$ cat config.mk
export PLATFORM = sky130hd
export DESIGN_NAME = control_mapper
export DESIGN_NICKNAME = d
export VERILOG_FILES = /design/src/common/arcade_pkg.sv /design/src/rtl/control_mapper.sv
export SDC_FILE = /design/constraint.sdc
export NUM_CORES = 1
export LEC_CHECK = 0
export ABC_AREA = 1
export BUFFER_PORTS_ARGS = -buffer_cell sky130_fd_sc_hd__buf_2
export CAP_MARGIN = 20
export CORE_AREA = 2 2 98 72
export DETAILED_ROUTE_END_ITERATION = 10
export DIE_AREA = 0 0 100 74
export PLACE_DENSITY_LB_ADDON = 0.2
export SLEW_MARGIN = 5
export SYNTH_ARGS = -nofsm -noshare
export SYNTH_HDL_FRONTEND = slang
export SYNTH_SLANG_ARGS = --single-unit
$ cat constraint.sdc
create_clock -name clk_sys -period 1.74 [get_ports clk_sys]
set_clock_uncertainty 0.1 [all_clocks]
set_input_delay 0.348 -clock clk_sys [delete_from_list [all_inputs] [get_ports clk_sys]]
set_output_delay 0.348 -clock clk_sys [all_outputs]
set_load 0.01 [all_outputs]
$ cat src/common/arcade_pkg.sv
// Shared types for the arcade board glue
// Player controls, memory requests, core inputs and game codes

package arcade_pkg;

	localparam int mem_addr_w = 17; // Word address width of game memory
	localparam logic [mem_addr_w-1:0] cmos_base = 17'h1CC00;

	// Selected game, from the menu
	typedef enum logic [6:0] {
		robotron  = 7'd0,
		joust     = 7'd1,
		splat     = 7'd2,
		bubbles   = 7'd3,
		stargate  = 7'd4,
		alienar   = 7'd5,
		sinistar  = 7'd6,
		playball  = 7'd7,
		lottofun  = 7'd8,
		speedball = 7'd9
	} game_e;

	// One player, active high
	typedef struct packed {
		logic right;
		logic left;
		logic down;
		logic up;
		logic fire_a;
		logic fire_b;
		logic fire_c;
		logic fire_d;
		logic fire_e;
		logic fire_f;
	} player_t;

	typedef struct packed {
		logic coin1;
		logic coin2;
		logic one_player;
		logic two_players;
	} cab_ctrl_t;

	typedef struct packed {
		logic signed [9:0] x;
		logic signed [9:0] y;
		logic [1:0]        btn;
	} mouse_pos_t;

	// Everything the game core samples
	typedef struct packed {
		logic [7:0] sw;
		logic [7:0] ja;
		logic [7:0] jb;
		logic [3:0] btn;
		logic [7:0] an0;
		logic [7:0] an1;
		logic [7:0] an2;
		logic [7:0] an3;
		logic       blitter_sc2;
		logic       sinistar;
		logic       speedball;
		logic       speech_en;
		logic [1:0] orientation; // Left/right, landscape/portrait
	} core_in_t;

	typedef struct packed {
		logic [mem_addr_w-1:0] addr;
		logic                  we;
		logic [1:0]            ds; // Upper, lower byte
		logic [15:0]           data;
	} mem_req_t;

endpackage
$ cat src/rtl/control_mapper.sv
// Control mapper
// Builds the core's switch, joystick, button and analog inputs per game

module control_mapper #(
	parameter logic [23:0] adv_stretch = 24'hfffff
) (
	input  logic                  clk_sys,
	input  logic                  reset,
	input  arcade_pkg::game_e     game,
	input  arcade_pkg::player_t   p1,
	input  arcade_pkg::player_t   p2,
	input  arcade_pkg::cab_ctrl_t cab,
	input  logic                  core_reset,
	input  logic                  auto_up,
	input  logic                  advance_req,
	input  arcade_pkg::mouse_pos_t m0,
	input  arcade_pkg::mouse_pos_t m1,
	output arcade_pkg::core_in_t  core_in
);

	logic        adv_d;
	logic [23:0] adv_cnt;
	logic        advance;
	logic        sin_x;
	logic        sin_y;
	logic        coin;
	logic [7:0]  twin_stick;

	assign advance = (adv_cnt != 24'd0);
	assign coin = cab.coin1 | cab.coin2;

	// Fire directions from the second stick, MAME style
	assign twin_stick = ~{p1.fire_d | p2.right, p1.fire_c | p2.left,
		p1.fire_b | p2.down, p1.fire_a | p2.up, p1.right, p1.left, p1.down, p1.up};

	always_ff @(posedge clk_sys) begin
		if (reset) begin
			adv_d <= 1'b0;
			adv_cnt <= 24'd0;
			sin_x <= 1'b0;
			sin_y <= 1'b0;
		end else begin
			adv_d <= advance_req;
			if (advance_req & ~adv_d)
				adv_cnt <= adv_stretch;
			else if (advance)
				adv_cnt <= adv_cnt - 24'd1;

			// Sinistar stick keeps the last direction
			if (p1.right | p2.right)
				sin_x <= 1'b0;
			else if (p1.left | p2.left)
				sin_x <= 1'b1;
			if (p1.up | p2.up)
				sin_y <= 1'b0;
			else if (p1.down | p2.down)
				sin_y <= 1'b1;
		end
	end

	always_comb begin
		core_in.sw = {6'h00, advance, auto_up};
		core_in.ja = 8'hff;
		core_in.jb = 8'hff;
		core_in.btn = {cab.two_players, cab.one_player, coin, core_reset};
		core_in.an0 = 8'h80;
		core_in.an1 = 8'h80;
		core_in.an2 = 8'h80;
		core_in.an3 = 8'h80;
		core_in.blitter_sc2 = 1'b0;
		core_in.sinistar = 1'b0;
		core_in.speedball = 1'b0;
		core_in.speech_en = 1'b0;
		core_in.orientation = 2'b10;

		case (game)
			arcade_pkg::robotron, arcade_pkg::splat: begin
				core_in.blitter_sc2 = (game == arcade_pkg::splat);
				core_in.btn = {cab.one_player, cab.two_players, coin, core_reset};
				core_in.ja = twin_stick;
				core_in.jb = twin_stick;
			end
			arcade_pkg::joust: begin
				core_in.ja = ~{5'b00000, p1.fire_a, p1.right, p1.left};
				core_in.jb = ~{5'b00000, p2.fire_a, p2.right, p2.left};
			end
			arcade_pkg::bubbles: begin
				core_in.ja = ~{4'b0000, p1.right, p1.left, p1.down, p1.up};
				core_in.jb = ~{4'b0000, p2.right, p2.left, p2.down, p2.up};
			end
			arcade_pkg::stargate: begin // Thrust, up, down, reverse, fire, smart bomb, hyper
				core_in.ja = ~{p1.fire_e, p1.up, p1.down, p1.left | p1.right,
					p1.fire_d, p1.fire_c, p1.fire_b, p1.fire_a};
				core_in.jb = ~{p2.fire_e, p2.up, p2.down, p2.left | p2.right,
					p2.fire_d, p2.fire_c, p2.fire_b, p2.fire_a};
			end
			arcade_pkg::alienar: begin
				core_in.btn = {cab.one_player, cab.two_players, coin, core_reset};
				core_in.ja = ~{2'b00, p1.fire_b, p1.fire_a, p1.right, p1.left, p1.down, p1.up};
				core_in.jb = ~{2'b00, p2.fire_b, p2.fire_a, p2.right, p2.left, p2.down, p2.up};
			end
			arcade_pkg::sinistar: begin
				core_in.sinistar = 1'b1;
				core_in.speech_en = 1'b1;
				core_in.orientation = 2'b01;
				core_in.ja = {sin_x, 2'b00, p1.right | p1.left | p2.right | p2.left,
					sin_y, 2'b00, p1.up | p1.down | p2.up | p2.down};
				core_in.jb = core_in.ja;
			end
			arcade_pkg::playball: begin
				core_in.speech_en = 1'b1;
				core_in.orientation = 2'b01;
				core_in.btn = {2'b00, coin, core_reset};
				core_in.ja = ~{4'b0000, cab.two_players, p1.right, p1.left, cab.one_player};
				core_in.jb = core_in.ja;
			end
			arcade_pkg::lottofun: begin
				core_in.btn = {cab.one_player | p1.fire_a, 1'b0, coin, core_reset};
				core_in.ja = ~{4'b0000, p1.right, p1.left, p1.down, p1.up};
			end
			arcade_pkg::speedball: begin
				core_in.speedball = 1'b1;
				core_in.ja = {p1.fire_d, p1.fire_c, p1.fire_b, p1.fire_a | m0.btn[0],
					p1.right, p1.left, p1.down, p1.up};
				core_in.jb = {p2.fire_d, p2.fire_c, p2.fire_b, p2.fire_a | m1.btn[0],
					p2.right, p2.left, p2.down, p2.up};
				core_in.an0 = {~m0.y[8], m0.y[7:1]}; // Trackball as offset binary
				core_in.an1 = {~m0.x[8], m0.x[7:1]};
				core_in.an2 = {~m1.y[8], m1.y[7:1]};
				core_in.an3 = {~m1.x[8], m1.x[7:1]};
			end
			default: ;
		endcase
	end

endmodule

==> flow_summary.ini <==
[outcome]
outcome = finished, violations left
violations = negative setup slack

[final_layout]
final_nets = 801
syn2layout_area_growth_pct = 52.86
final_layout_size_suffix_gt1_share_pct = 43.04
n_antenna_cell = 0
fin_area_um2 = 4609
finalNonFillerCells = 799

[cts]
tritoncts = built
clock_tree.root_cell = clkbuf_8
cts_buffer_depth = 2
clkSlewWorstSetupHoldPaths_ps = 90
cts_num_sinks = 27
clock_latency_ps = 290
htreeDepth = 1
cts_buffers = 3
hold_buffers = 0

[global_route]
use_met3_pct = 5.733
grt_pass1_wl_mm = 17.08
gr-usage-all-layers_pct = 28.88
grt-ovfl-total = 0
grt_max_degree = 16
use_met1_pct = 40.33
grt_pass1_vias = 3594
grt_busiest_layer = met2
antenna_found_initial = 0
met2_usage_pct = 47.52

[min_path]
worstHoldStart = advance_req
hold_path_end = adv_d
hp-class = input port to flop
hold_path_depth = 3

[critical_path]
start_kind = input port
critical_path_arrival_ps = 1530
timing.rr.start = adv_cnt[1]
crit_chain = buf_6, nor2_4, nand2_4, nor2_4, nand2_4, inv_6, nand2_4, and3_4, nand3_1, buf_2
worstPathMaxFanout = 6
required_ps = 1290
reg2reg_to = adv_cnt[11]
crit_type = input port to primary output
cp-end-kind = primary output
r2r_cells = 11
crit_path_top_delay_cell = nor2_4
max_stage_delay_ps = 190
r2r_setup_slack_ps = 70
path_common_cell = nand2_4

[sta]
rsz0062_at_grt = true
maxSlewViolCount = 0
fin_crit_sh_pct = 113.8
hold_viol_final = 0
min_period_ps = 1981
setup_slack_ps = -241.0
fmax_mhz = 504.8
setup_viol = 51
hold_slack_ps = 164.3

[routing]
drt_iter0_markers = 417
vias = 4290
vias_per_cell = 5.369
finalWirelength_mm = 11.61
drc = 0
drtPass1Iterations = 5
post_drt_wl_per_cell_um = 14.53
ant_nets = 0

[synth]
synth_area_um2 = 3015
netlist.area_leader.share_pct = 17.93
synth_seq_cells = 27
syn_area_per_cell_um2 = 5.523
yosysTopAreaCell = dfxtp_1
synth_edf_count = 0
syn_inst = 546
synthFlopType = dfxtp_1
synth.yosys.seq_area_share_pct = 17.93
synth.area.top_cells = dfxtp_1 (18%), nand2_1 (15%), nor2_1 (15%), inv_1 (8.5%), nand3_1 (7.8%)
async_flop_share_pct = 0
synthDistinctLibCells = 41
yosysWarnings = 0

[floorplanning]
fp-row-count = 25
core_um2 = 6506
dieArea_um2 = 7400
die_h_um = 74
fp.dieW_um = 100
initial_core_util_pct = 46.35
ios = 146

[placement]
dpl.hpwl_mm = 8.156
dp.cells = 774
postPlaceCellArea_um2 = 3911
io_buffers = 123
gp_congestion = 0.9835

[pwr]
finalPower_mw = 1.938
peakVddDrop_mv = 0.3133
leakagePower_nw = 2.489
p_per_area_nw_per_um2 = 420.5

[run]
maxCapViolations = 0
## worst max path at each step
stage | from | to | cells after the start
final | game[5] | core_in[43] | 10
after CTS | game[4] | core_in[43] | 10
after global placement | game[3] | core_in[45] | 8
after global routing | game[6] | core_in[49] | 10
after floorplan | game[3] | core_in[42] | 8
after detailed placement | game[5] | core_in[43] | 10
## metrics by stage
stage	setup TNS, ps	utilization, %	setup WS, ps
after floorplan	0	-	29.65
after global placement	-8458	60.12	-298.1
after detailed placement	-9810	60.12	-332.6
after CTS	-8442	66.73	-232.9
after global routing	-10330	70.85	-297.8
final	-7686	70.85	-241.0
## synth_stat cells (3+ instances only)
cell type and n:
a21oi_1 21, buf_2 3, buf_4 12, buf_6 5, clkbuf_1 3, dfxtp_1 27, inv_1 68, inv_2 4
nand2_1 122, nand2_2 7, nand3_1 47, nand3_2 4, nand3b_1 6, nand4_1 10, nor2_1 122, nor2_2 10
nor2_4 4, nor3_1 5, o21ai_0 24, o22ai_1 10, or2_2 7
## final cells by class
type	instances	area, µm²
repair inverters	2	12.51
multi-input cells	428	2449
inverters	75	311.5
fillers	518	1897
well taps	81	101.3
clock buffers	4	45.04
flip-flops and latches	27	548.0
repair buffers	182	1142
## cell usage in the layout (no fill, tap or decap), drive strengths merged
cell    synthesis  routed
nand3          51      52
or2             8       8
inv            74      76
clkbuf          3       4
nor3            6       6
nand3b          7       7
nor2          137     137
a21oi          21      21
and2            1       1
conb            1       6
nor3b           1       1
and3            1       1
o211ai          3       3
nand4          11      11
dfxtp          27      27
nor4            2       2
ha              2       2
clkinv          1       1
xor2            1       1
buf            20     182
o22ai          10      10
o21ai          25      25
a31oi           2       2
nand2         131     132
## layer usage
| metal | routed length (µm) | up-vias | share of wire (%) |
|---|---|---|---|
| li1 | - | 2067 | - |
| met1 | 4951 | 1922 | 43 |
| met2 | 5177 | 278 | 45 |
| met3 | 1349 | 23 | 12 |
| met4 | 134 | 0 | 1.2 |
| met5 | 0 | - | 0 |
## worst max-delay path, delay by kind of cell
kind,cells,cell delay (ps)
AND/OR/NAND/NOR,7,840
buffers and inverters,3,350
## logic make-up after synthesis
logic type | Yosys count | share of synthesized area [%]
simple gates | 356 | 54.48
compound gates | 61 | 11.04
buf+inv | 98 | 15.31
other cells | 1 | 0.1244
flops | 27 | 17.93
fa+ha+maj | 2 | 0.8297
xor+xnor | 1 | 0.2905
## where the power goes
group	switching (mW)	internal, mW	leakage [nW]
clock network	0.218	0.165	0.0228
logic	0.500	0.335	2.24
registers	0.0531	0.666	0.225
total	0.771	1.17	2.49
## timing repair
item | CTS | global route
buffers inserted | 13 | 5
gates cloned | 3 | 1
setup endpoints to repair | 55 | 74
pin swaps | 19 | 25
resized for setup | 73 | 70
## flip-flops by register name (all words and copies together), names as in the netlist
name and count:
sin_y 1, adv_d 1, adv_cnt 24, sin_x 1
No activity file was read; power rests on OpenSTA's default activity.
