--- src/common/arcade_pkg.sv ---
// Shared types for the arcade board glue
// Player controls, memory requests, core inputs and game codes

package arcade_pkg;

	localparam int mem_addr_w = 17; // Word address width of game memory
	localparam logic [mem_addr_w-1:0] cmos_base = 17'h1CC00;

	// Selected game, from the menu
	typedef enum logic [6:0] {
		robotron  = 7'd0,
		joust     = 7'd1,
		splat     = 7'd2,
		bubbles   = 7'd3,
		stargate  = 7'd4,
		alienar   = 7'd5,
		sinistar  = 7'd6,
		playball  = 7'd7,
		lottofun  = 7'd8,
		speedball = 7'd9
	} game_e;

	// One player, active high
	typedef struct packed {
		logic right;
		logic left;
		logic down;
		logic up;
		logic fire_a;
		logic fire_b;
		logic fire_c;
		logic fire_d;
		logic fire_e;
		logic fire_f;
	} player_t;

	typedef struct packed {
		logic coin1;
		logic coin2;
		logic one_player;
		logic two_players;
	} cab_ctrl_t;

	typedef struct packed {
		logic signed [9:0] x;
		logic signed [9:0] y;
		logic [1:0]        btn;
	} mouse_pos_t;

	// Everything the game core samples
	typedef struct packed {
		logic [7:0] sw;
		logic [7:0] ja;
		logic [7:0] jb;
		logic [3:0] btn;
		logic [7:0] an0;
		logic [7:0] an1;
		logic [7:0] an2;
		logic [7:0] an3;
		logic       blitter_sc2;
		logic       sinistar;
		logic       speedball;
		logic       speech_en;
		logic [1:0] orientation; // Left/right, landscape/portrait
	} core_in_t;

	typedef struct packed {
		logic [mem_addr_w-1:0] addr;
		logic                  we;
		logic [1:0]            ds; // Upper, lower byte
		logic [15:0]           data;
	} mem_req_t;

endpackage
--- src/rtl/mouse_accum.sv ---
// Mouse accumulator
// Two trackball positions built from relative mouse movement

module mouse_accum (
	input  logic                   clk_sys,
	input  logic                   reset,
	input  logic                   strobe,
	input  logic                   idx,
	input  logic signed [8:0]      dx,
	input  logic signed [8:0]      dy,
	input  logic [7:0]             flags,
	output arcade_pkg::mouse_pos_t m0,
	output arcade_pkg::mouse_pos_t m1
);

	logic [9:0] dx_ext;
	logic [9:0] dy_ext;

	assign dx_ext = {dx[8], dx};
	assign dy_ext = {dy[8], dy};

	// Positions wrap at 10 bits
	always_ff @(posedge clk_sys) begin
		if (reset) begin
			m0 <= '0;
			m1 <= '0;
		end else if (strobe) begin
			if (!idx) begin
				m0.x <= m0.x + dx_ext;
				m0.y <= m0.y + dy_ext;
				m0.btn <= flags[1:0];
			end else begin
				m1.x <= m1.x + dx_ext;
				m1.y <= m1.y + dy_ext;
				m1.btn <= flags[1:0];
			end
		end
	end

endmodule

--- config.mk ---
export PLATFORM = sky130hd
export DESIGN_NAME = mouse_accum
export DESIGN_NICKNAME = d
export VERILOG_FILES = /design/src/common/arcade_pkg.sv /design/src/rtl/mouse_accum.sv
export SDC_FILE = /design/constraint.sdc
export NUM_CORES = 1
export LEC_CHECK = 0
export ABC_CLOCK_PERIOD_IN_PS = 5700
export BUFFER_PORTS_ARGS = -buffer_cell sky130_fd_sc_hd__buf_4
export CAP_MARGIN = 15
export CORE_UTILIZATION = 35
export CTS_CLUSTER_SIZE = 10
export DETAILED_ROUTE_END_ITERATION = 10
export PLACE_DENSITY = 0.55
export RECOVER_POWER = 100
export SLEW_MARGIN = 20
export SYNTH_ARGS = -nofsm -noshare
export SYNTH_HDL_FRONTEND = slang
export SYNTH_SLANG_ARGS = --single-unit
--- constraint.sdc ---
create_clock -name clk_sys -period 5.7 [get_ports clk_sys]
set_clock_uncertainty 0.15 [all_clocks]
set_input_delay 0.57 -clock clk_sys [delete_from_list [all_inputs] [get_ports clk_sys]]
set_output_delay 0.57 -clock clk_sys [all_outputs]
set_load 0.02 [all_outputs]
==> results.md, run 1 <==
* Status: finished, violations left
* Failing checks: max-capacitance violations, max-slew violations
* Sequential cell area at 881 um2
* Die width at 102 um
* Filler cell count in the final layout at 1,056
* Fraction of the mapped netlist area in simple logic gates at 26.7%
* Setup crit end kind: flip-flop
* Clock Path Buffers at 2
* CTS tree: built
* Detailed-route DRC error count at 0
* Setup slack, reg-to-reg at 3.54 ns
* Share of cells above drive strength 1 at 8.66%
* MaxCap Viol Count at 1
* Num CTS Buffers at 5
* Worst reg2reg endpoint: m0[17]
* Area of the multi-input gates at 2430 um2
* Ratio of final minimum period to clock period at 49.1%
* Crit. Startpoint: reset
* Synthesized instance count at 431
* Row cnt at 36
* Finished Core Util at 41.2%
* Die height at 102 um
* Delay-heaviest family, CP: buffers and inverters
* Setup Fix Bufs, Post-CTS at 0
* XOR/XNOR Fraction of Synth Area at 0%
* First-pass GRT wire length at 15,200 um
* Count of pins over their slew limit at 37
* Total core area at 9730 um2
* Register area share after synthesis at 25.2%
* FF-to-FF Start: m0[13]
* Initial antenna violation count at 0
* CTS Sinks at 44
* Slew at the pin closest to its max-slew limit at 1.71 ns
* Critical-path maximum fanout at 57
* Post-synthesis compound-gate area fraction at 25.6%
* Clk_lat worst skew at 0.31 ns
* Setup violators final at 0
* HPWL after DPL at 6690 um
* Hold Path Depth at 2
* Mux cell area share after synthesis at 2.29%
* Drt first pass iters at 4
* Synth Flop Type: dfxtp_1
* Buf/Inv on CP at 3
* H-tree Lvls at 2
* Slew margin rel. at -14.1%
* Final WL at 9640 um
* Hold Buf Count CTS at 0
* Syn avg cell area at 8.10 um2
* Vias in the first global route at 3,127
* Fmax at 357 MHz
* Post-cts repair resize count at 0
* Clock Pin Slew Worst Setup and Hold Paths at 0.10 ns
* Ports at 74
* Setup_tns at 0 ns
* Max IR drop VDD at 0.0990 mV
* Syn Nets at 501
* Setup crit end: m1[21]
* Post-synth EDFFs at 0
* CP Launch Type: input port
* Gr ovfl total at 0
* CP Depth at 7
* Vias after detailed routing at 3,511
* DIE AREA at 10,400 um2
* Root buffer cell: clkbuf_8
* Final Critical Period at 2.80 ns
* Vias/cell at 5.68
* RSZ-0062 raised after global routing: false
* Initial drt markers at 98
* Leakage at 0.00160 uW
* Crit path cell chain: buf_4 > inv_1 > clkbuf_1 > and3_1 > o21ai_0 > o31a_1 > nand4_1
* WP data required at 5.76 ns
* CP Data Arrival Time at 2.86 ns
* Global Route Usage Sum at 18.9%
* Largest family of logic cells by synthesized area: simple AND/OR/NAND/NOR gates
* Critical path's slowest cell: clkbuf_1
* Crit-path max cell delay at 0.52 ns
* Routability Congestion at 0.823
* Fin nets at 554
* Asr flop ratio synth at 0%
* Pin count of the biggest net entering global routing at 58
* Reg2Reg Depth at 6
* Crit Path Class: in -> reg
* Post-Syn Area at 3490 um2
* Power Density at 224 nW/um2
* Ys Warns at 0
* Synth Area in Adders at 15.2%
* Initial Utilization at 35.9%
* WL/cell at 15.6 um
* Final Hold Fails at 0
* Routed Antenna Nets at 0
* Synthesis-to-layout area growth at 14.9%
* Port bufs at 67
* Hold WC Path Type: reg -> reg
* Synth cell types at 48
* N_diodes at 0
* FF+latch count, synth at 44
worst min path at each step:
stage                from  endpoint
CTS                 m1[0]     m1[0]
detailed placement  m1[0]     m1[0]
global route        m1[0]     m1[0]
finish              m1[0]     m1[0]
global placement    m1[1]     m1[1]
floorplan           m0[0]     m0[0]
Yosys cell counts, types with 2 or more instances:
cell type	number	area share [%]
clkbuf_8	2	0.79
nand3_1	18	2.6
a211oi_1	9	1.9
o31a_2	2	0.57
or4_1	4	0.86
nor2b_1	7	1.3
a211oi_2	3	1.1
nor4b_1	11	2.8
nand2b_1	6	1.1
o21bai_1	4	0.86
or2_4	3	0.75
fa_1	4	2.3
a211o_1	2	0.50
nand2_1	44	4.7
mux2i_1	8	2.3
o31a_1	4	1.0
inv_1	14	1.5
nand4b_1	4	1.0
nor2_1	16	1.7
nand4_1	11	2.0
o211ai_1	4	0.86
clkbuf_1	19	2.0
ha_1	36	13
dfxtp_1	44	25
a21o_1	4	0.86
and4_1	4	1.0
a31oi_1	5	0.90
and2_1	3	0.54
and3_1	11	2.0
a32oi_1	4	1.0
a21oi_1	37	5.3
o21ai_1	3	0.43
o21a_1	14	3.0
nor3_1	14	2.0
buf_1	2	0.22
o41ai_1	4	1.0
o311ai_0	4	1.0
nor4_1	8	1.4
a311o_1	4	1.1
o21ai_0	19	2.7
o22ai_1	3	0.54
a211o_2	2	0.57
or2b_2	2	0.50
area by class of cell:
cell class                 instances  share of cell area (%)
tap                              133                    4.15
multi-input combinational        348                    60.7
clock buffer                       7                    2.40
sequential                        44                    22.0
clock inverter                     1                   0.749
inverter                          14                    1.31
timing repair buffer              71                    8.71
worst reg2reg max path, cell delays in order (launching register included):
cell and delay (ns):
dfxtp_1 0.39, ha_1 0.28, a211oi_2 0.33, o21bai_1 0.14
a21oi_1 0.29, nor4_1 0.09, a311o_1 0.39
placed cells by master (no fill, tap or decap), types with 5 or more instances in the layout:
cell	n
nand2_1	44
a21oi_1	37
nor2_1	16
a211oi_1	9
nor4_1	8
nand4_1	11
dfxtp_1	44
nor4b_1	11
and3_1	11
nor2b_1	7
nand3_1	18
o21a_1	14
o21ai_0	19
inv_1	14
ha_1	36
nor3_1	14
mux2i_1	8
buf_4	22
nand2b_1	6
a31oi_1	5
clkbuf_8	7
clkbuf_1	49
sequential cells by signal, summed over array words and instances, names as in the netlist:
name and cells:
m0 22, m1 22
power by group:
group / internal, uW / switching [uW] / leakage [uW]
combinational: 101 / 165 / 0.00118
sequential: 331 / 21.4 / 0.000360
clock: 155 / 124 / 0.0000645
cell families (layout without fill, tap and decap cells):
logic type,count (synthesis),after routing
and+or+nand+nor,168,168
AOI/OAI and AO/OA,132,132
DFF,44,44
adders and majority gates,40,40
buffers and inverters,39,93
muxes,8,8
stage by stage:
stage	cells	setup WS [ns]	instance area [um2]	power, uW	hold slack, ns
floorplan	431	3.48	3490	548	0.385
global placement	610	2.99	4070	636	0.298
detailed placement	610	2.94	4070	643	0.305
CTS	618	3.28	4190	925	0.319
global route	618	2.70	4010	950	0.333
finish	618	2.90	4010	896	0.313
metal layers:
layer  GRT usage, %  share of wire [%]  vias up
li1               -                  -     1762
met1           26.7                 50     1641
met2           28.7                 42       93
met3           3.63                4.9       15
met4           6.37                2.2        0
met5              0                  0        -
Note: power is estimated with default switching activity, not from simulation.
==> run 2: changes to the inputs <==
--- a/config.mk
+++ b/config.mk
@@ -5,13 +5,13 @@
 export SDC_FILE = /design/constraint.sdc
 export NUM_CORES = 1
 export LEC_CHECK = 0
-export ABC_CLOCK_PERIOD_IN_PS = 5700
+export ABC_CLOCK_PERIOD_IN_PS = 2270
 export BUFFER_PORTS_ARGS = -buffer_cell sky130_fd_sc_hd__buf_4
 export CAP_MARGIN = 15
 export CORE_UTILIZATION = 35
 export CTS_CLUSTER_SIZE = 10
 export DETAILED_ROUTE_END_ITERATION = 10
-export PLACE_DENSITY = 0.55
+export PLACE_DENSITY = 0.57
 export RECOVER_POWER = 100
 export SLEW_MARGIN = 20
 export SYNTH_ARGS = -nofsm -noshare
==> constraint.sdc (replaced) <==
create_clock -name clk_sys -period 2.27 [get_ports clk_sys]
set_clock_uncertainty 0.15 [all_clocks]
set_input_delay 0.227 -clock clk_sys [delete_from_list [all_inputs] [get_ports clk_sys]]
set_output_delay 0.227 -clock clk_sys [all_outputs]
set_load 0.02 [all_outputs]
==> run 2 against run 1 <==
The flow now finishes without violations. Register-to-register slack got worse by 3.4 ns. Flip-flop and latch count unchanged. Global-route usage increased by 0.64 points. Total power increased by 150%. Wire length increased by 1.7%. Cell area increased by 1.4%. Hold slack got worse by 0.30 ns. Clock power increased by 130%. Critical path type is now reg -> reg.
==> results.md, run 2 (synthesized netlist as in run 1, its figures left out) <==
* Status: finished clean (was finished, violations left)
* Initial drt markers at 138 (was 98)
* MaxCap Viol Count at 0 (was 1)
* Port bufs at 67 (unchanged)
* DR WL met3 at 633 um (was 468 um)
* Slew margin rel. at 46.4% (was -14.1%)
* Fin nets at 560 (was 554)
* Root buffer cell: clkbuf_8 (unchanged)
* Placed Area at 4120 um2 (was 4070 um2)
* Vias after detailed routing at 3,520 (was 3,511)
* Routed Antenna Nets at 0 (unchanged)
* Row cnt at 36 (unchanged)
* Setup slack, reg-to-reg at 0.12 ns (was 3.54 ns)
* Ratio of final minimum period to clock period at 94.8%
* Worst hold slack at 0.0169 ns (was 0.313 ns)
* Fin area at 4070 um2 (was 4010 um2)
* Setup_tns at 0 ns (unchanged)
* H-tree Lvls at 2 (unchanged)
* Fmax at 465 MHz
* RSZ-0062 raised after global routing: false (unchanged)
* Share of cells above drive strength 1 at 10.4% (was 8.66%)
* DIE AREA at 10,400 um2 (unchanged)
* Worst reg2reg endpoint: m1[20] (was m0[17])
* Most frequent cells in the layout: clkbuf_1, nand2_1, dfxtp_1, a21oi_1, ha_1 (unchanged)
* Vias in the first global route at 3,320 (was 3,127)
* Vias/cell at 5.64 (was 5.68)
* Commonest non-fill, non-tap cell in the layout: clkbuf_1 (unchanged)
* Clock Path Buffers at 2 (unchanged)
* Setup violators final at 0 (unchanged)
* N_diodes at 0 (unchanged)
* CP Data Arrival Time at 2.21 ns (was 2.86 ns)
* Top Metal Used: met4 (unchanged)
* Die width at 102 um (unchanged)
* WP data required at 2.32 ns (was 5.76 ns)
* Initial antenna violation count at 0 (unchanged)
* Total core area at 9730 um2 (unchanged)
* Final WL at 9810 um (was 9640 um)
* Crit-path max cell delay at 0.34 ns (was 0.52 ns)
* Leakage at 0.00164 uW (was 0.00160 uW)
* Critical path's slowest cell: dfxtp_1 (was clkbuf_1)
* Max IR drop VDD at 0.213 mV (was 0.0990 mV)
* M1 WL at 4790 um (was 4860 um)
* CP Launch Type: flip-flop (was input port)
* Slew at the pin closest to its max-slew limit at 0.804 ns (was 1.71 ns)
* Drt first pass iters at 4 (unchanged)
* Final Hold Fails at 0 (unchanged)
* Clock Pin Slew Worst Setup and Hold Paths at 0.09 ns (was 0.10 ns)
* Setup crit end kind: flip-flop (unchanged)
* Gr ovfl total at 0 (unchanged)
* WL/cell at 15.7 um (was 15.6 um)
* Critical-path maximum fanout at 3 (was 57)
* Crit path cell chain: ha_1 > inv_1 > fa_1 > nor2b_1 > o31a_2 > o41ai_1 > mux2i_1 > nand2_1 (was buf_4 > inv_1 > clkbuf_1 > and3_1 > o21ai_0 > o31a_1 > nand4_1)
* Worst Hold End: m0[0] (was m1[0])
* Hold path start: flags[0] (was m1[0])
* FF-to-FF Start: m1[12] (was m0[13])
* Initial Utilization at 35.9% (unchanged)
* Global Route Usage Sum at 19.5% (was 18.9%)
* Clk_lat worst skew at 0.31 ns (about the same)
* CTS tree: built (unchanged)
* Reg2Reg Depth at 8 (was 6)
* First-pass GRT wire length at 16,000 um (was 15,200 um)
* Finished Core Util at 41.8% (was 41.2%)
* Hold Buf Count CTS at 0 (unchanged)
* CTS Sinks at 44 (unchanged)
* Power Density at 542 nW/um2 (was 224 nW/um2)
* Largest registers: m0 x22, m1 x22 (unchanged)
* Count of pins over their slew limit at 0 (was 37)
* Die height at 102 um (unchanged)
* HPWL after DPL at 7130 um (was 6690 um)
* Pin count of the biggest net entering global routing at 41 (was 58)
* Final Power at 2200 uW (was 896 uW)
* Ports at 74 (unchanged)
* Crit Path Class: reg -> reg (was in -> reg)
* Num CTS Buffers at 5 (unchanged)
* Met2 wire length at 4200 um (was 4090 um)
* Detailed-route DRC error count at 0 (unchanged)
* Routability Congestion at 0.873 (was 0.823)
* Final Critical Period at 2.15 ns
* Hold Path Depth at 3 (was 2)
* Synthesis-to-layout area growth at 16.5% (was 14.9%)
* Hold WC Path Type: in -> reg (was reg -> reg)
## run 2: final cells by class
cell class                 instances  area [um2]
timing repair buffer              77         414
inverter                          14        52.6
tap                              133         166
sequential                        44         881
clock buffer                       6        72.6
multi-input combinational        348        2440
fill                            1058        5660
clock inverter                     2        35.0
## run 2: worst max-delay path by stage
stage	depth (start not counted)	from	end
floorplan	6	m1[13]	m1[21]
global placement	9	dx[0]	m1[20]
detailed placement	9	dx[0]	m1[20]
CTS	6	m1[13]	m1[21]
global route	8	m0[12]	m0[20]
finish	8	m1[12]	m1[20]
## run 2: stage by stage
step	worst slack [ns]	instances
4_1_cts	0.123	624
6_report	0.118	624
2_1_floorplan	0.162	431
5_1_grt	0.00487	624
3_5_place_dp	0.101	616
3_3_place_gp	0.132	616
## run 2: metal layers
metal | global-route usage, % | vias up
li1 | - | 1767
met1 | 27.2 | 1645
met2 | 30.1 | 96
met3 | 3.90 | 12
met4 | 6.59 | 0
met5 | 0 | -
## run 2: critical path, delay by kind of cell, from the launching register on
family,cells,cell delay [ns]
AND/OR/NAND/NOR,2,0.15
multiplexers,1,0.26
flip-flops,1,0.34
AO/OA/AOI/OAI,2,0.66
buffers and inverters,1,0.08
adder cells (fa/ha/maj),2,0.40
## run 2: power by group
part	switching, uW	internal, uW	total (uW)
combinational	420	268	688
clock	303	328	630
sequential	54.8	830	885
total	778	1430	2200
## run 2: what timing repair did
action	in CTS	in global routing
endpoints found under the hold margin	0	0
setup endpoints to repair	0	3
buffers inserted	0	0
resized for setup	0	3
