[src/common/arcade_pkg.sv]
// Shared types for the arcade board glue
// Player controls, memory requests, core inputs and game codes

package arcade_pkg;

	localparam int mem_addr_w = 17; // Word address width of game memory
	localparam logic [mem_addr_w-1:0] cmos_base = 17'h1CC00;

	// Selected game, from the menu
	typedef enum logic [6:0] {
		robotron  = 7'd0,
		joust     = 7'd1,
		splat     = 7'd2,
		bubbles   = 7'd3,
		stargate  = 7'd4,
		alienar   = 7'd5,
		sinistar  = 7'd6,
		playball  = 7'd7,
		lottofun  = 7'd8,
		speedball = 7'd9
	} game_e;

	// One player, active high
	typedef struct packed {
		logic right;
		logic left;
		logic down;
		logic up;
		logic fire_a;
		logic fire_b;
		logic fire_c;
		logic fire_d;
		logic fire_e;
		logic fire_f;
	} player_t;

	typedef struct packed {
		logic coin1;
		logic coin2;
		logic one_player;
		logic two_players;
	} cab_ctrl_t;

	typedef struct packed {
		logic signed [9:0] x;
		logic signed [9:0] y;
		logic [1:0]        btn;
	} mouse_pos_t;

	// Everything the game core samples
	typedef struct packed {
		logic [7:0] sw;
		logic [7:0] ja;
		logic [7:0] jb;
		logic [3:0] btn;
		logic [7:0] an0;
		logic [7:0] an1;
		logic [7:0] an2;
		logic [7:0] an3;
		logic       blitter_sc2;
		logic       sinistar;
		logic       speedball;
		logic       speech_en;
		logic [1:0] orientation; // Left/right, landscape/portrait
	} core_in_t;

	typedef struct packed {
		logic [mem_addr_w-1:0] addr;
		logic                  we;
		logic [1:0]            ds; // Upper, lower byte
		logic [15:0]           data;
	} mem_req_t;

endpackage
[src/memory/rom_loader.sv]
// ROM loader
// Turns download bytes into nibble-doubled memory writes and holds the core in reset

module rom_loader (
	input  logic                 clk_sys,
	input  logic                 reset,
	input  logic                 dl_active,
	input  logic                 dl_wr,
	input  logic [7:0]           dl_index,
	input  logic [22:0]          dl_addr,
	input  logic [7:0]           dl_data,
	input  logic                 status_reset,
	input  logic                 button_reset,
	output arcade_pkg::mem_req_t ld_req,
	output logic                 ld_req_valid,
	output logic                 rom_loaded,
	output logic                 core_reset
);

	logic                              dl_wr_d;
	logic                              dl_active_d;
	logic                              is_cmos;
	logic [arcade_pkg::mem_addr_w-1:0] word_addr;

	// CMOS image sits at D000-D3FF in the ROM set, or comes alone on index FF
	assign is_cmos = (dl_index == 8'h00 && dl_addr[22:10] == 13'h34) || dl_index == 8'hff;
	assign word_addr = is_cmos ? arcade_pkg::cmos_base + {7'd0, dl_addr[9:0]} : dl_addr[16:0];

	always_ff @(posedge clk_sys) begin
		if (reset) begin
			dl_wr_d <= 1'b0;
			dl_active_d <= 1'b0;
			ld_req_valid <= 1'b0;
			rom_loaded <= 1'b0;
			core_reset <= 1'b1;
		end else begin
			dl_wr_d <= dl_wr;
			dl_active_d <= dl_active;
			ld_req_valid <= dl_active & dl_wr & ~dl_wr_d;
			if (dl_active_d & ~dl_active)
				rom_loaded <= 1'b1; // Download finished
			core_reset <= status_reset | button_reset | dl_active | ~rom_loaded;
		end
	end

	always_ff @(posedge clk_sys) begin
		ld_req.addr <= word_addr;
		ld_req.we <= 1'b1;
		ld_req.ds <= 2'b11;
		ld_req.data <= {dl_data[7:4], dl_data[7:4], dl_data[3:0], dl_data[3:0]};
	end

endmodule

[config.mk]
export PLATFORM = sky130hd
export DESIGN_NAME = rom_loader
export DESIGN_NICKNAME = d
export VERILOG_FILES = /design/src/common/arcade_pkg.sv /design/src/memory/rom_loader.sv
export SDC_FILE = /design/constraint.sdc
export NUM_CORES = 1
export LEC_CHECK = 0
export BUFFER_PORTS_ARGS = -buffer_cell sky130_fd_sc_hd__buf_2
export CAP_MARGIN = 20
export CORE_MARGIN = 3
export CORE_UTILIZATION = 31
export CTS_BUF_LIST = sky130_fd_sc_hd__clkbuf_4 sky130_fd_sc_hd__clkbuf_8
export CTS_CLUSTER_SIZE = 16
export DETAILED_ROUTE_END_ITERATION = 12
export PLACE_DENSITY_LB_ADDON = 0.2
export SYNTH_ARGS = -nofsm -noshare
export SYNTH_HDL_FRONTEND = slang
export SYNTH_SLANG_ARGS = --single-unit
export TNS_END_PERCENT = 10
[constraint.sdc]
create_clock -name clk_sys -period 1 [get_ports clk_sys]
set_clock_uncertainty 0.2 [all_clocks]
set_input_delay 0.05 -clock clk_sys [delete_from_list [all_inputs] [get_ports clk_sys]]
set_output_delay 0.05 -clock clk_sys [all_outputs]
set_load 0.05 [all_outputs]
==> results of run 1 <==
==> per-layer routing <==
layer  wire length (µm)  vias to the layer above
met5                  0                        -
met4                 74                        0
met3                478                        9
met2               1810                       67
met1               1110                      421
li1                   -                      449
==> cell usage in the layout, fill, tap and decap left out <==
cell type / count
clkinv_2: 2
or2_1: 1
nor2_1: 3
nor4_2: 2
nand2_1: 2
o211a_1: 1
nor4b_4: 1
and4bb_2: 1
a21oi_1: 1
dlygate4sd3_1: 28
inv_1: 4
nand4_1: 3
o211ai_1: 3
buf_4: 5
buf_6: 16
dfxtp_1: 2
conb_1: 3
and2_1: 1
nand2b_1: 2
nor2b_1: 1
nor3b_2: 1
buf_2: 45
bufinv_16: 1
clkbuf_4: 5
diode_2: 1
dfxtp_2: 26
nor4_1: 1
dfxtp_4: 2
buf_8: 20
nor3_1: 1
==> worst register-to-register path: cells and delay by family (launching register included) <==
kind	cells	cell delay, ns
buf+inv	1	0.13
flops	1	0.34
simple gates	1	0.05
compound gates	1	0.11
==> cell usage after synthesis, types with 2 or more instances <==
cell type	n	area (µm²)
buf_4	11	82.6
nand2_1	2	7.51
nand4_1	3	18.8
nor2_1	3	11.3
dfxtp_1	30	601
o211ai_1	3	22.5
nand2b_1	2	12.5
nor4_1	2	12.5
inv_1	4	15.0
==> what timing repair did <==
| action | 4_1_cts | 5_1_grt |
|---|---|---|
| hold endpoints to repair | 30 | 7 |
| gates resized for setup | 110 | 15 |
| setup buffers | 1 | 0 |
| endpoints found under the setup margin | 36 | 38 |
| hold buffers | 28 | 2 |
==> cells by family after synthesis <==
group / synth area share (%)
AO/OA/AOI/OAI: 4.23
buffers and inverters: 11.6
flip-flops: 67.7
other: 0.423
AND/OR/NAND/NOR: 16.1
==> where the power goes <==
group	internal (mW)	switching [mW]	total (mW)
clock	0.518	0.437	0.955
combinational	0.336	0.402	0.738
sequential	1.27	0.0484	1.31
==> cell type report <==
| type | instances | area (µm²) | share of cell area [%] |
|---|---|---|---|
| Antenna cell | 1 | 2.50 | 0.125 |
| Clock buffer | 5 | 37.5 | 1.88 |
| Clock inverter | 3 | 40.0 | 2.00 |
| Inverter | 4 | 15.0 | 0.751 |
| Multi-Input combinational cell | 28 | 203 | 10.1 |
| Sequential cell | 30 | 641 | 32.0 |
| Tap cell | 30 | 37.5 | 1.88 |
| Timing Repair Buffer | 114 | 1020 | 51.2 |
==> worst min-delay path by stage <==
stage,cells after the start,endpoint,slack [ns],startpoint
CTS,3,core_reset,-0.28,button_reset
detailed placement,1,ld_req[12],-0.05,dl_data[4]
global route,3,core_reset,-0.25,button_reset
finish,3,core_reset,-0.26,button_reset
global placement,1,ld_req[12],-0.05,dl_data[4]
floorplan,0,ld_req[11],-0.12,dl_data[7]
==> registers in the layout (all words and copies together) (netlist names) <==
signal / count
dl_wr_d: 1
dl_active_d: 1
ld_req: 25
core_reset: 1
rom_loaded: 1
ld_req_valid: 1
==> impl_results.md, run 1 <==
* Tcrit/Tclk final at 112%
* CTS sink count at 30
* Netlist cell types at 21
* VDD IR max at 1160 µV
* First-pass GRT wire length at 4.64 mm
* Num CTS Buffers at 5
* Post-layout util at 77.2%
* DRC Markers at 0
* Maximum number of pins on one net before global-route repair at 11
* Gr ovfl total at 0
* Cells on worst reg2reg path at 3
* Mapped Cells at 72
* Die ar. at 0.00354 mm²
* Mapped Avg Cell Area at 12.3 µm²
* Core Footprint at 0.00259 mm²
* Post-DR vias/cell at 4.40
* Fraction of registers with async set/reset at 0%
* Post-synthesis sequential area ratio at 67.7%
* Reg2reg start: rom_loaded
* Crit-path cells: buf_6
* I/O Pins at 84
* Routed Antenna Nets at 0
* Non-Filler Instances at 215
* Total Neg Setup Slack at -3.09 ns
* Tot Pwr at 3.01 mW
* Die width at 59.5 µm
* Layout cells sized above 1 at 69.0%
* Startpoint class of the critical path: flip-flop
* Final setup viols at 38
* CTS tree: done
* Clock latency on the worst-skew pair at 0.32 ns
* Critical path type: reg2out
* GRT met1 Usage at 18.0%
* Worst Hold Class: in2reg
* GR Layer Usage met2 at 32.9%
* H-tree levels at 2
* Synth Warn # at 0
* FP Rows at 18
* Antenna violations before repair at 1
* Prevailing post-synth register cell: dfxtp_1
* Final setup margin at -0.122 ns
* Die H at 59.5 µm
* Pre-antenna DRT Iters at 4
* Number of buffers added on ports at 80
* Slew Viols, Final at 0
* CP delay by family, top: flip-flops
* Max Root-Sink Buffers at 2
* Root Driver: clkbuf_4
* HPWL reported at the end of detailed placement at 1.63 mm
* Max-cap violation count at 0
* CP Capture Point: ld_req[2]
* RSZ-0062 raised after global routing: yes
* Crit path depth at 1
* Via count at 946
* Crit path from: ld_req[2]
* Area Overhead vs Synth at 125%
* Max FO, Critical Path at 2
* M3 GR Usage at 6.32%
* Yosys reg bits at 30
* Vias in the first global route at 980
* Max stage delay on crit path at 0.38 ns
* Cells after DPL at 175
* GRT Util Overall at 18.2%
* Worst-path clk slew at 0.10 ns
* Fin. Hold Viols at 6
* Leak Pwr at 0.942 nW
* DR iter-0 viols at 17
* Initial core utilization at 34.3%
* Worst path required time at 0.75 ns
* Final wirelength at 3.47 mm
* Layout net count at 228
* Crit Reg-Reg Endpoint: rom_loaded
* Crit end category: output pin
* Status: complete, but fails checks
* Design Area, Final at 0.00200 mm²
* F_max at 0.891 GHz
* Layer with the highest usage: met2
* Area post-placement at 0.00127 mm²
* Routed len/inst at 16.1 µm
* Post-synth EDFFs at 0
* Violated checks: hold timing, setup timing
* Reg2reg setup slack at 0.07 ns
* Minimum clock period at 1.12 ns
* Placer Congestion at 0.690
* Fillers at 153
* Setup Slack @ Placement at -0.191 ns
* Crit path arrival time at 0.87 ns
* Power per cell area at 1500 mW/mm²
* Netlist Area Pre-Place at 887 µm²
* Crit-path slowest cell: dfxtp_4
* WHS at -0.260 ns
* Worst Path Buf+Inv at 1
Note: power is estimated with default switching activity, not from simulation.
==> run 2: changes to the inputs <==
Settings changed: CORE_UTILIZATION 31 to 33.
==> impl_results.md, run 2 (synthesized netlist as in run 1, its figures left out) <==
* Fin. Hold Viols at 8 (+2)
* Most flops, register: ld_req
* Die H at 57.8 µm (-2.8%)
* I/O Pins at 84 (unchanged)
* Crit path arrival time at 0.86 ns (about the same)
* Total Neg Setup Slack at -2.61 ns (+0.473 ns)
* GRT Util Overall at 17.1% (-1.1 points)
* Die ar. at 0.00335 mm² (-5.5%)
* Maximum number of pins on one net before global-route repair at 10 (-1)
* RSZ-0062 raised after global routing: yes
* FP Rows at 18 (unchanged)
* CTS sink count at 30 (unchanged)
* Commonest non-fill, non-tap cell in the layout: buf_2
* VDD IR max at 1170 µV (+0.60%)
* Worst-path clk slew at 0.09 ns (about the same)
* Post-DR vias/cell at 4.37 (-0.73%)
* Pre-antenna DRT Iters at 2 (-2)
* Area post-placement at 0.00126 mm² (-0.59%)
* Fillers at 159 (+3.9%)
* Clock latency on the worst-skew pair at 0.32 ns (about the same)
* Design Area, Final at 0.00197 mm² (-1.3%)
* Status: complete, but fails checks
* F_max at 0.904 GHz (+1.4%)
* Max-cap violation count at 0 (unchanged)
* Final setup viols at 37 (-2.6%)
* Routed len/inst at 13.8 µm (-15%)
* Final wirelength at 2.92 mm (-16%)
* Violated checks: hold timing, setup timing
* Tcrit/Tclk final at 111% (-1.5 points)
* Crit end category: output pin
* Power per cell area at 1420 mW/mm² (-5.6%)
* Leak Pwr at 0.937 nW (-0.55%)
* Most frequent cells in the layout: buf_2 (43), dlygate4sd3_1 (28), dfxtp_2 (26)
* Placer Congestion at 0.629 (-9.0%)
* First-pass GRT wire length at 4.08 mm (-12%)
* Max stage delay on crit path at 0.37 ns (about the same)
* Tot Pwr at 2.80 mW (-6.8%)
* HPWL reported at the end of detailed placement at 1.54 mm (-5.4%)
* Max FO, Critical Path at 2 (unchanged)
* CP delay by family, top: flip-flops
* Crit-path cells: buf_6
* Die width at 57.8 µm (-2.8%)
* Worst Hold Class: in2reg
* Core Footprint at 0.00252 mm² (-2.6%)
* Startpoint class of the critical path: flip-flop
* Worst Path Buf+Inv at 1 (unchanged)
* Gr ovfl total at 0 (unchanged)
* Antenna violations before repair at 0 (-1)
* Number of buffers added on ports at 80 (unchanged)
* # diodes at 0 (-1)
* Root Driver: clkbuf_4
* Worst path required time at 0.75 ns (about the same)
* H-tree levels at 2 (unchanged)
* Via count at 926 (-2.1%)
* Max reg flops at 25 (unchanged)
* Layout net count at 226 (-0.88%)
* Vias in the first global route at 940 (-4.1%)
* Max Root-Sink Buffers at 2 (unchanged)
* Area Overhead vs Synth at 123%
* Initial core utilization at 35.2% (+0.92 points)
* Post-layout util at 78.3% (+1.1 points)
* Num CTS Buffers at 5 (unchanged)
* Crit-path slowest cell: dfxtp_2
* Layout cells sized above 1 at 68.1% (-0.89 points)
* Slew Viols, Final at 0 (unchanged)
* Routed Antenna Nets at 0 (unchanged)
* Critical path type: reg2out
* CTS tree: done
* DR iter-0 viols at 8 (-9)
* DRC Markers at 0 (unchanged)
* Minimum clock period at 1.11 ns (-0.0154 ns)
* WHS at -0.251 ns (+0.00937 ns)
* Final setup margin at -0.107 ns (+0.0154 ns)
## run 2: path summary, 6_finish.rpt
kind           startpoint            to  slack (ns)  cells past startpoint
min          button_reset    core_reset       -0.25                      3
max             ld_req[1]     ld_req[1]       -0.11                      1
min reg2reg       dl_wr_d  ld_req_valid        0.21                      1
max reg2reg    rom_loaded    rom_loaded        0.07                      3
## run 2: what timing repair did
item	CTS	global route
hold buffers	28	1
gates resized for setup	107	17
setup buffers	1	0
gates cloned	0	0
hold endpoints to repair	30	9
setup endpoints to repair	36	38
pin swaps	0	1
## run 2: layout make-up
| cell class | instances | area (µm²) | area share [%] |
|---|---|---|---|
| repair buffers | 112 | 1020 | 51.6 |
| flip-flops and latches | 30 | 641 | 32.4 |
| multi-input cells | 28 | 199 | 10.1 |
| clock buffers | 7 | 58.8 | 2.98 |
| well taps | 30 | 37.5 | 1.90 |
| inverters | 4 | 15.0 | 0.760 |
| clock inverters | 1 | 5.00 | 0.253 |
## run 2: per-layer routing
metal | share of wire [%] | wire length, µm | GRT usage (%) | vias to the layer above
li1 | - | - | - | 442
met1 | 30 | 867 | 13.9 | 412
met2 | 56 | 1620 | 33.4 | 66
met5 | 0 | 0 | 0 | -
met4 | 1.9 | 55 | 8.94 | 0
met3 | 13 | 375 | 7.57 | 6
## run 2: power breakdown
group	leakage, nW	internal (mW)	switching, mW
registers	0.253	1.27	0.0459
clock network	0.0387	0.367	0.400
logic	0.645	0.334	0.391
total	0.937	1.97	0.836
## run 2: through the flow
step                      std cells  setup WS (ns)  hold slack [ns]
after floorplan                  74         -0.144           -0.122
after global placement          174         -0.156          -0.0479
after detailed placement        174         -0.181          -0.0458
after CTS                       211        -0.0981           -0.290
after global routing            212         -0.143           -0.259
final                           212         -0.107           -0.251
==> run 3: changes to the inputs <==
Settings changed: HOLD_SLACK_MARGIN set to 0.03.
==> impl_results.md, run 3 (synthesized netlist as in run 1, its figures left out) <==
* Power share of the combinational group at 25.8% (about the same)
* Crit-path cells: buf_6
* Critical path type: reg2out
* Internal power at 1.96 mW (-0.13%)
* Max reg flops at 25 (unchanged)
* NetSw at 0.835 mW (-0.10%)
* DR iter-0 viols at 5 (-3)
* Part of the power in registers at 46.8% (about the same)
* Total Neg Setup Slack at -2.60 ns (+0.00912 ns)
* First-pass GRT wire length at 4.08 mm (unchanged)
* Post-layout util at 77.9% (-0.40 points)
* Core Footprint at 0.00252 mm² (unchanged)
* Crit-path slowest cell: dfxtp_2
* Worst Path Buf+Inv at 1 (unchanged)
* Final wirelength at 2.92 mm (about the same)
* GRT Util Overall at 17.1% (unchanged)
* Root Driver: clkbuf_4
* Antenna violations before repair at 0 (unchanged)
* Most frequent cells in the layout: buf_2 (43), dlygate4sd3_1 (27), dfxtp_2 (26)
* Worst path required time at 0.75 ns (about the same)
* FP Rows at 18 (unchanged)
* Minimum clock period at 1.11 ns (-0.00108 ns)
* Setup Slack @ Placement at -0.181 ns (unchanged)
* Max Root-Sink Buffers at 2 (unchanged)
* Maximum number of pins on one net before global-route repair at 10 (unchanged)
* Via count at 921 (-0.54%)
* Final setup margin at -0.105 ns (+0.00108 ns)
* Die width at 57.8 µm (unchanged)
* Status: complete, but fails checks
* Non-Filler Instances at 211 (-0.47%)
* Max stage delay on crit path at 0.37 ns (about the same)
* Leak Pwr at 0.933 nW (-0.45%)
* Sequential cell area at 641 µm² (unchanged)
* Switching Fraction at 29.8% (about the same)
* Commonest non-fill, non-tap cell in the layout: buf_2
* Crit path arrival time at 0.86 ns (about the same)
* Slew Viols, Final at 0 (unchanged)
* Most flops, register: ld_req
* Routed Antenna Nets at 0 (unchanged)
* Final setup viols at 37 (unchanged)
* I/O Pins at 84 (unchanged)
* CTS Hold Buffers Added at 28 (unchanged)
* Crit end category: output pin
* Placer Congestion at 0.629 (unchanged)
* Fin. Hold Viols at 9 (+1)
* Num CTS Buffers at 5 (unchanged)
* CTS sink count at 30 (unchanged)
* Clk pwr share at 27.4% (about the same)
* Max FO, Critical Path at 2 (unchanged)
* Max-cap violation count at 0 (unchanged)
* VDD IR max at 1160 µV (-0.34%)
* Layout cells sized above 1 at 68.5% (+0.38 points)
* Pre-antenna DRT Iters at 2 (unchanged)
* F_max at 0.905 GHz (about the same)
* RSZ-0062 raised after global routing: yes
* Vias in the first global route at 940 (unchanged)
* Worst Hold Class: in2reg
* Routed len/inst at 13.8 µm (+0.54%)
* Cells after DPL at 174 (unchanged)
* H-tree levels at 2 (unchanged)
* Die H at 57.8 µm (unchanged)
* Die ar. at 0.00335 mm² (unchanged)
* Fillers at 161 (+1.3%)
* Violated checks: hold timing, setup timing
* HPWL reported at the end of detailed placement at 1.54 mm (unchanged)
* Gr ovfl total at 0 (unchanged)
* Startpoint class of the critical path: flip-flop
* Tcrit/Tclk final at 111% (about the same)
* Area of the multi-input gates at 199 µm² (unchanged)
* Area Overhead vs Synth at 121%
* Worst-path clk slew at 0.09 ns (about the same)
* Initial core utilization at 35.2% (unchanged)
* Layout net count at 225 (-0.44%)
* Power per cell area at 1430 mW/mm² (+0.39%)
* CTS tree: done
* # diodes at 0 (unchanged)
* DRC Markers at 0 (unchanged)
* CP delay by family, top: flip-flops
* Clock latency on the worst-skew pair at 0.32 ns (about the same)
* Number of buffers added on ports at 80 (unchanged)
* WHS at -0.254 ns (-0.00334 ns)
* Post-DR vias/cell at 4.36 (about the same)
## run 3: cell count changes in the layout (fill, tap and decap cells not counted)
| cell | before | now |
|---|---|---|
| dlygate4sd3_1 | 28 | 27 |
## run 3: layout make-up
type                       instances  area share [%]
clock buffer                       7            2.99
clock inverter                     1           0.255
inverter                           4           0.764
multi-input combinational         28            10.1
sequential                        30            32.6
tap                               30            1.91
timing repair buffer             111            51.3
## run 3: per-layer routing
| layer | up-vias | GRT usage (%) | routed length (µm) |
|---|---|---|---|
| li1 | 440 | - | - |
| met1 | 409 | 13.9 | 871 |
| met2 | 66 | 33.4 | 1620 |
| met3 | 6 | 7.57 | 375 |
| met4 | 0 | 8.94 | 55 |
| met5 | - | 0 | 0 |
## run 3: final timing paths
path,from,to,slack (ns),depth (start not counted)
worst max-delay path,ld_req[1],ld_req[1],-0.11,1
worst min-delay path,dl_addr[15],ld_req[34],-0.25,2
worst max register to register,rom_loaded,rom_loaded,0.07,3
worst min register to register,dl_wr_d,ld_req_valid,0.21,1
## run 3: power by group through the flow
stage	combinational (mW)	sequential, mW	clock (mW)
after floorplan	0.149	1.51	0
after global placement	0.496	1.30	0
after detailed placement	0.499	1.30	0
after CTS	0.688	1.31	0.773
after global routing	0.752	1.32	0.844
final	0.722	1.31	0.766
## run 3: timing repair
item                                    CTS  global route
endpoints found under the setup margin   36            38
pin swaps                                 0             1
endpoints found under the hold margin    30             9
buffers inserted                          1             0
gates resized for setup                 107            17
## run 3: per-stage QoR
step                      cell area, µm²  total power [mW]
after floorplan                      896              1.66
after global placement              1260              1.80
after detailed placement            1260              1.80
after CTS                           1900              2.77
after global routing                1960              2.91
final                               1960              2.80
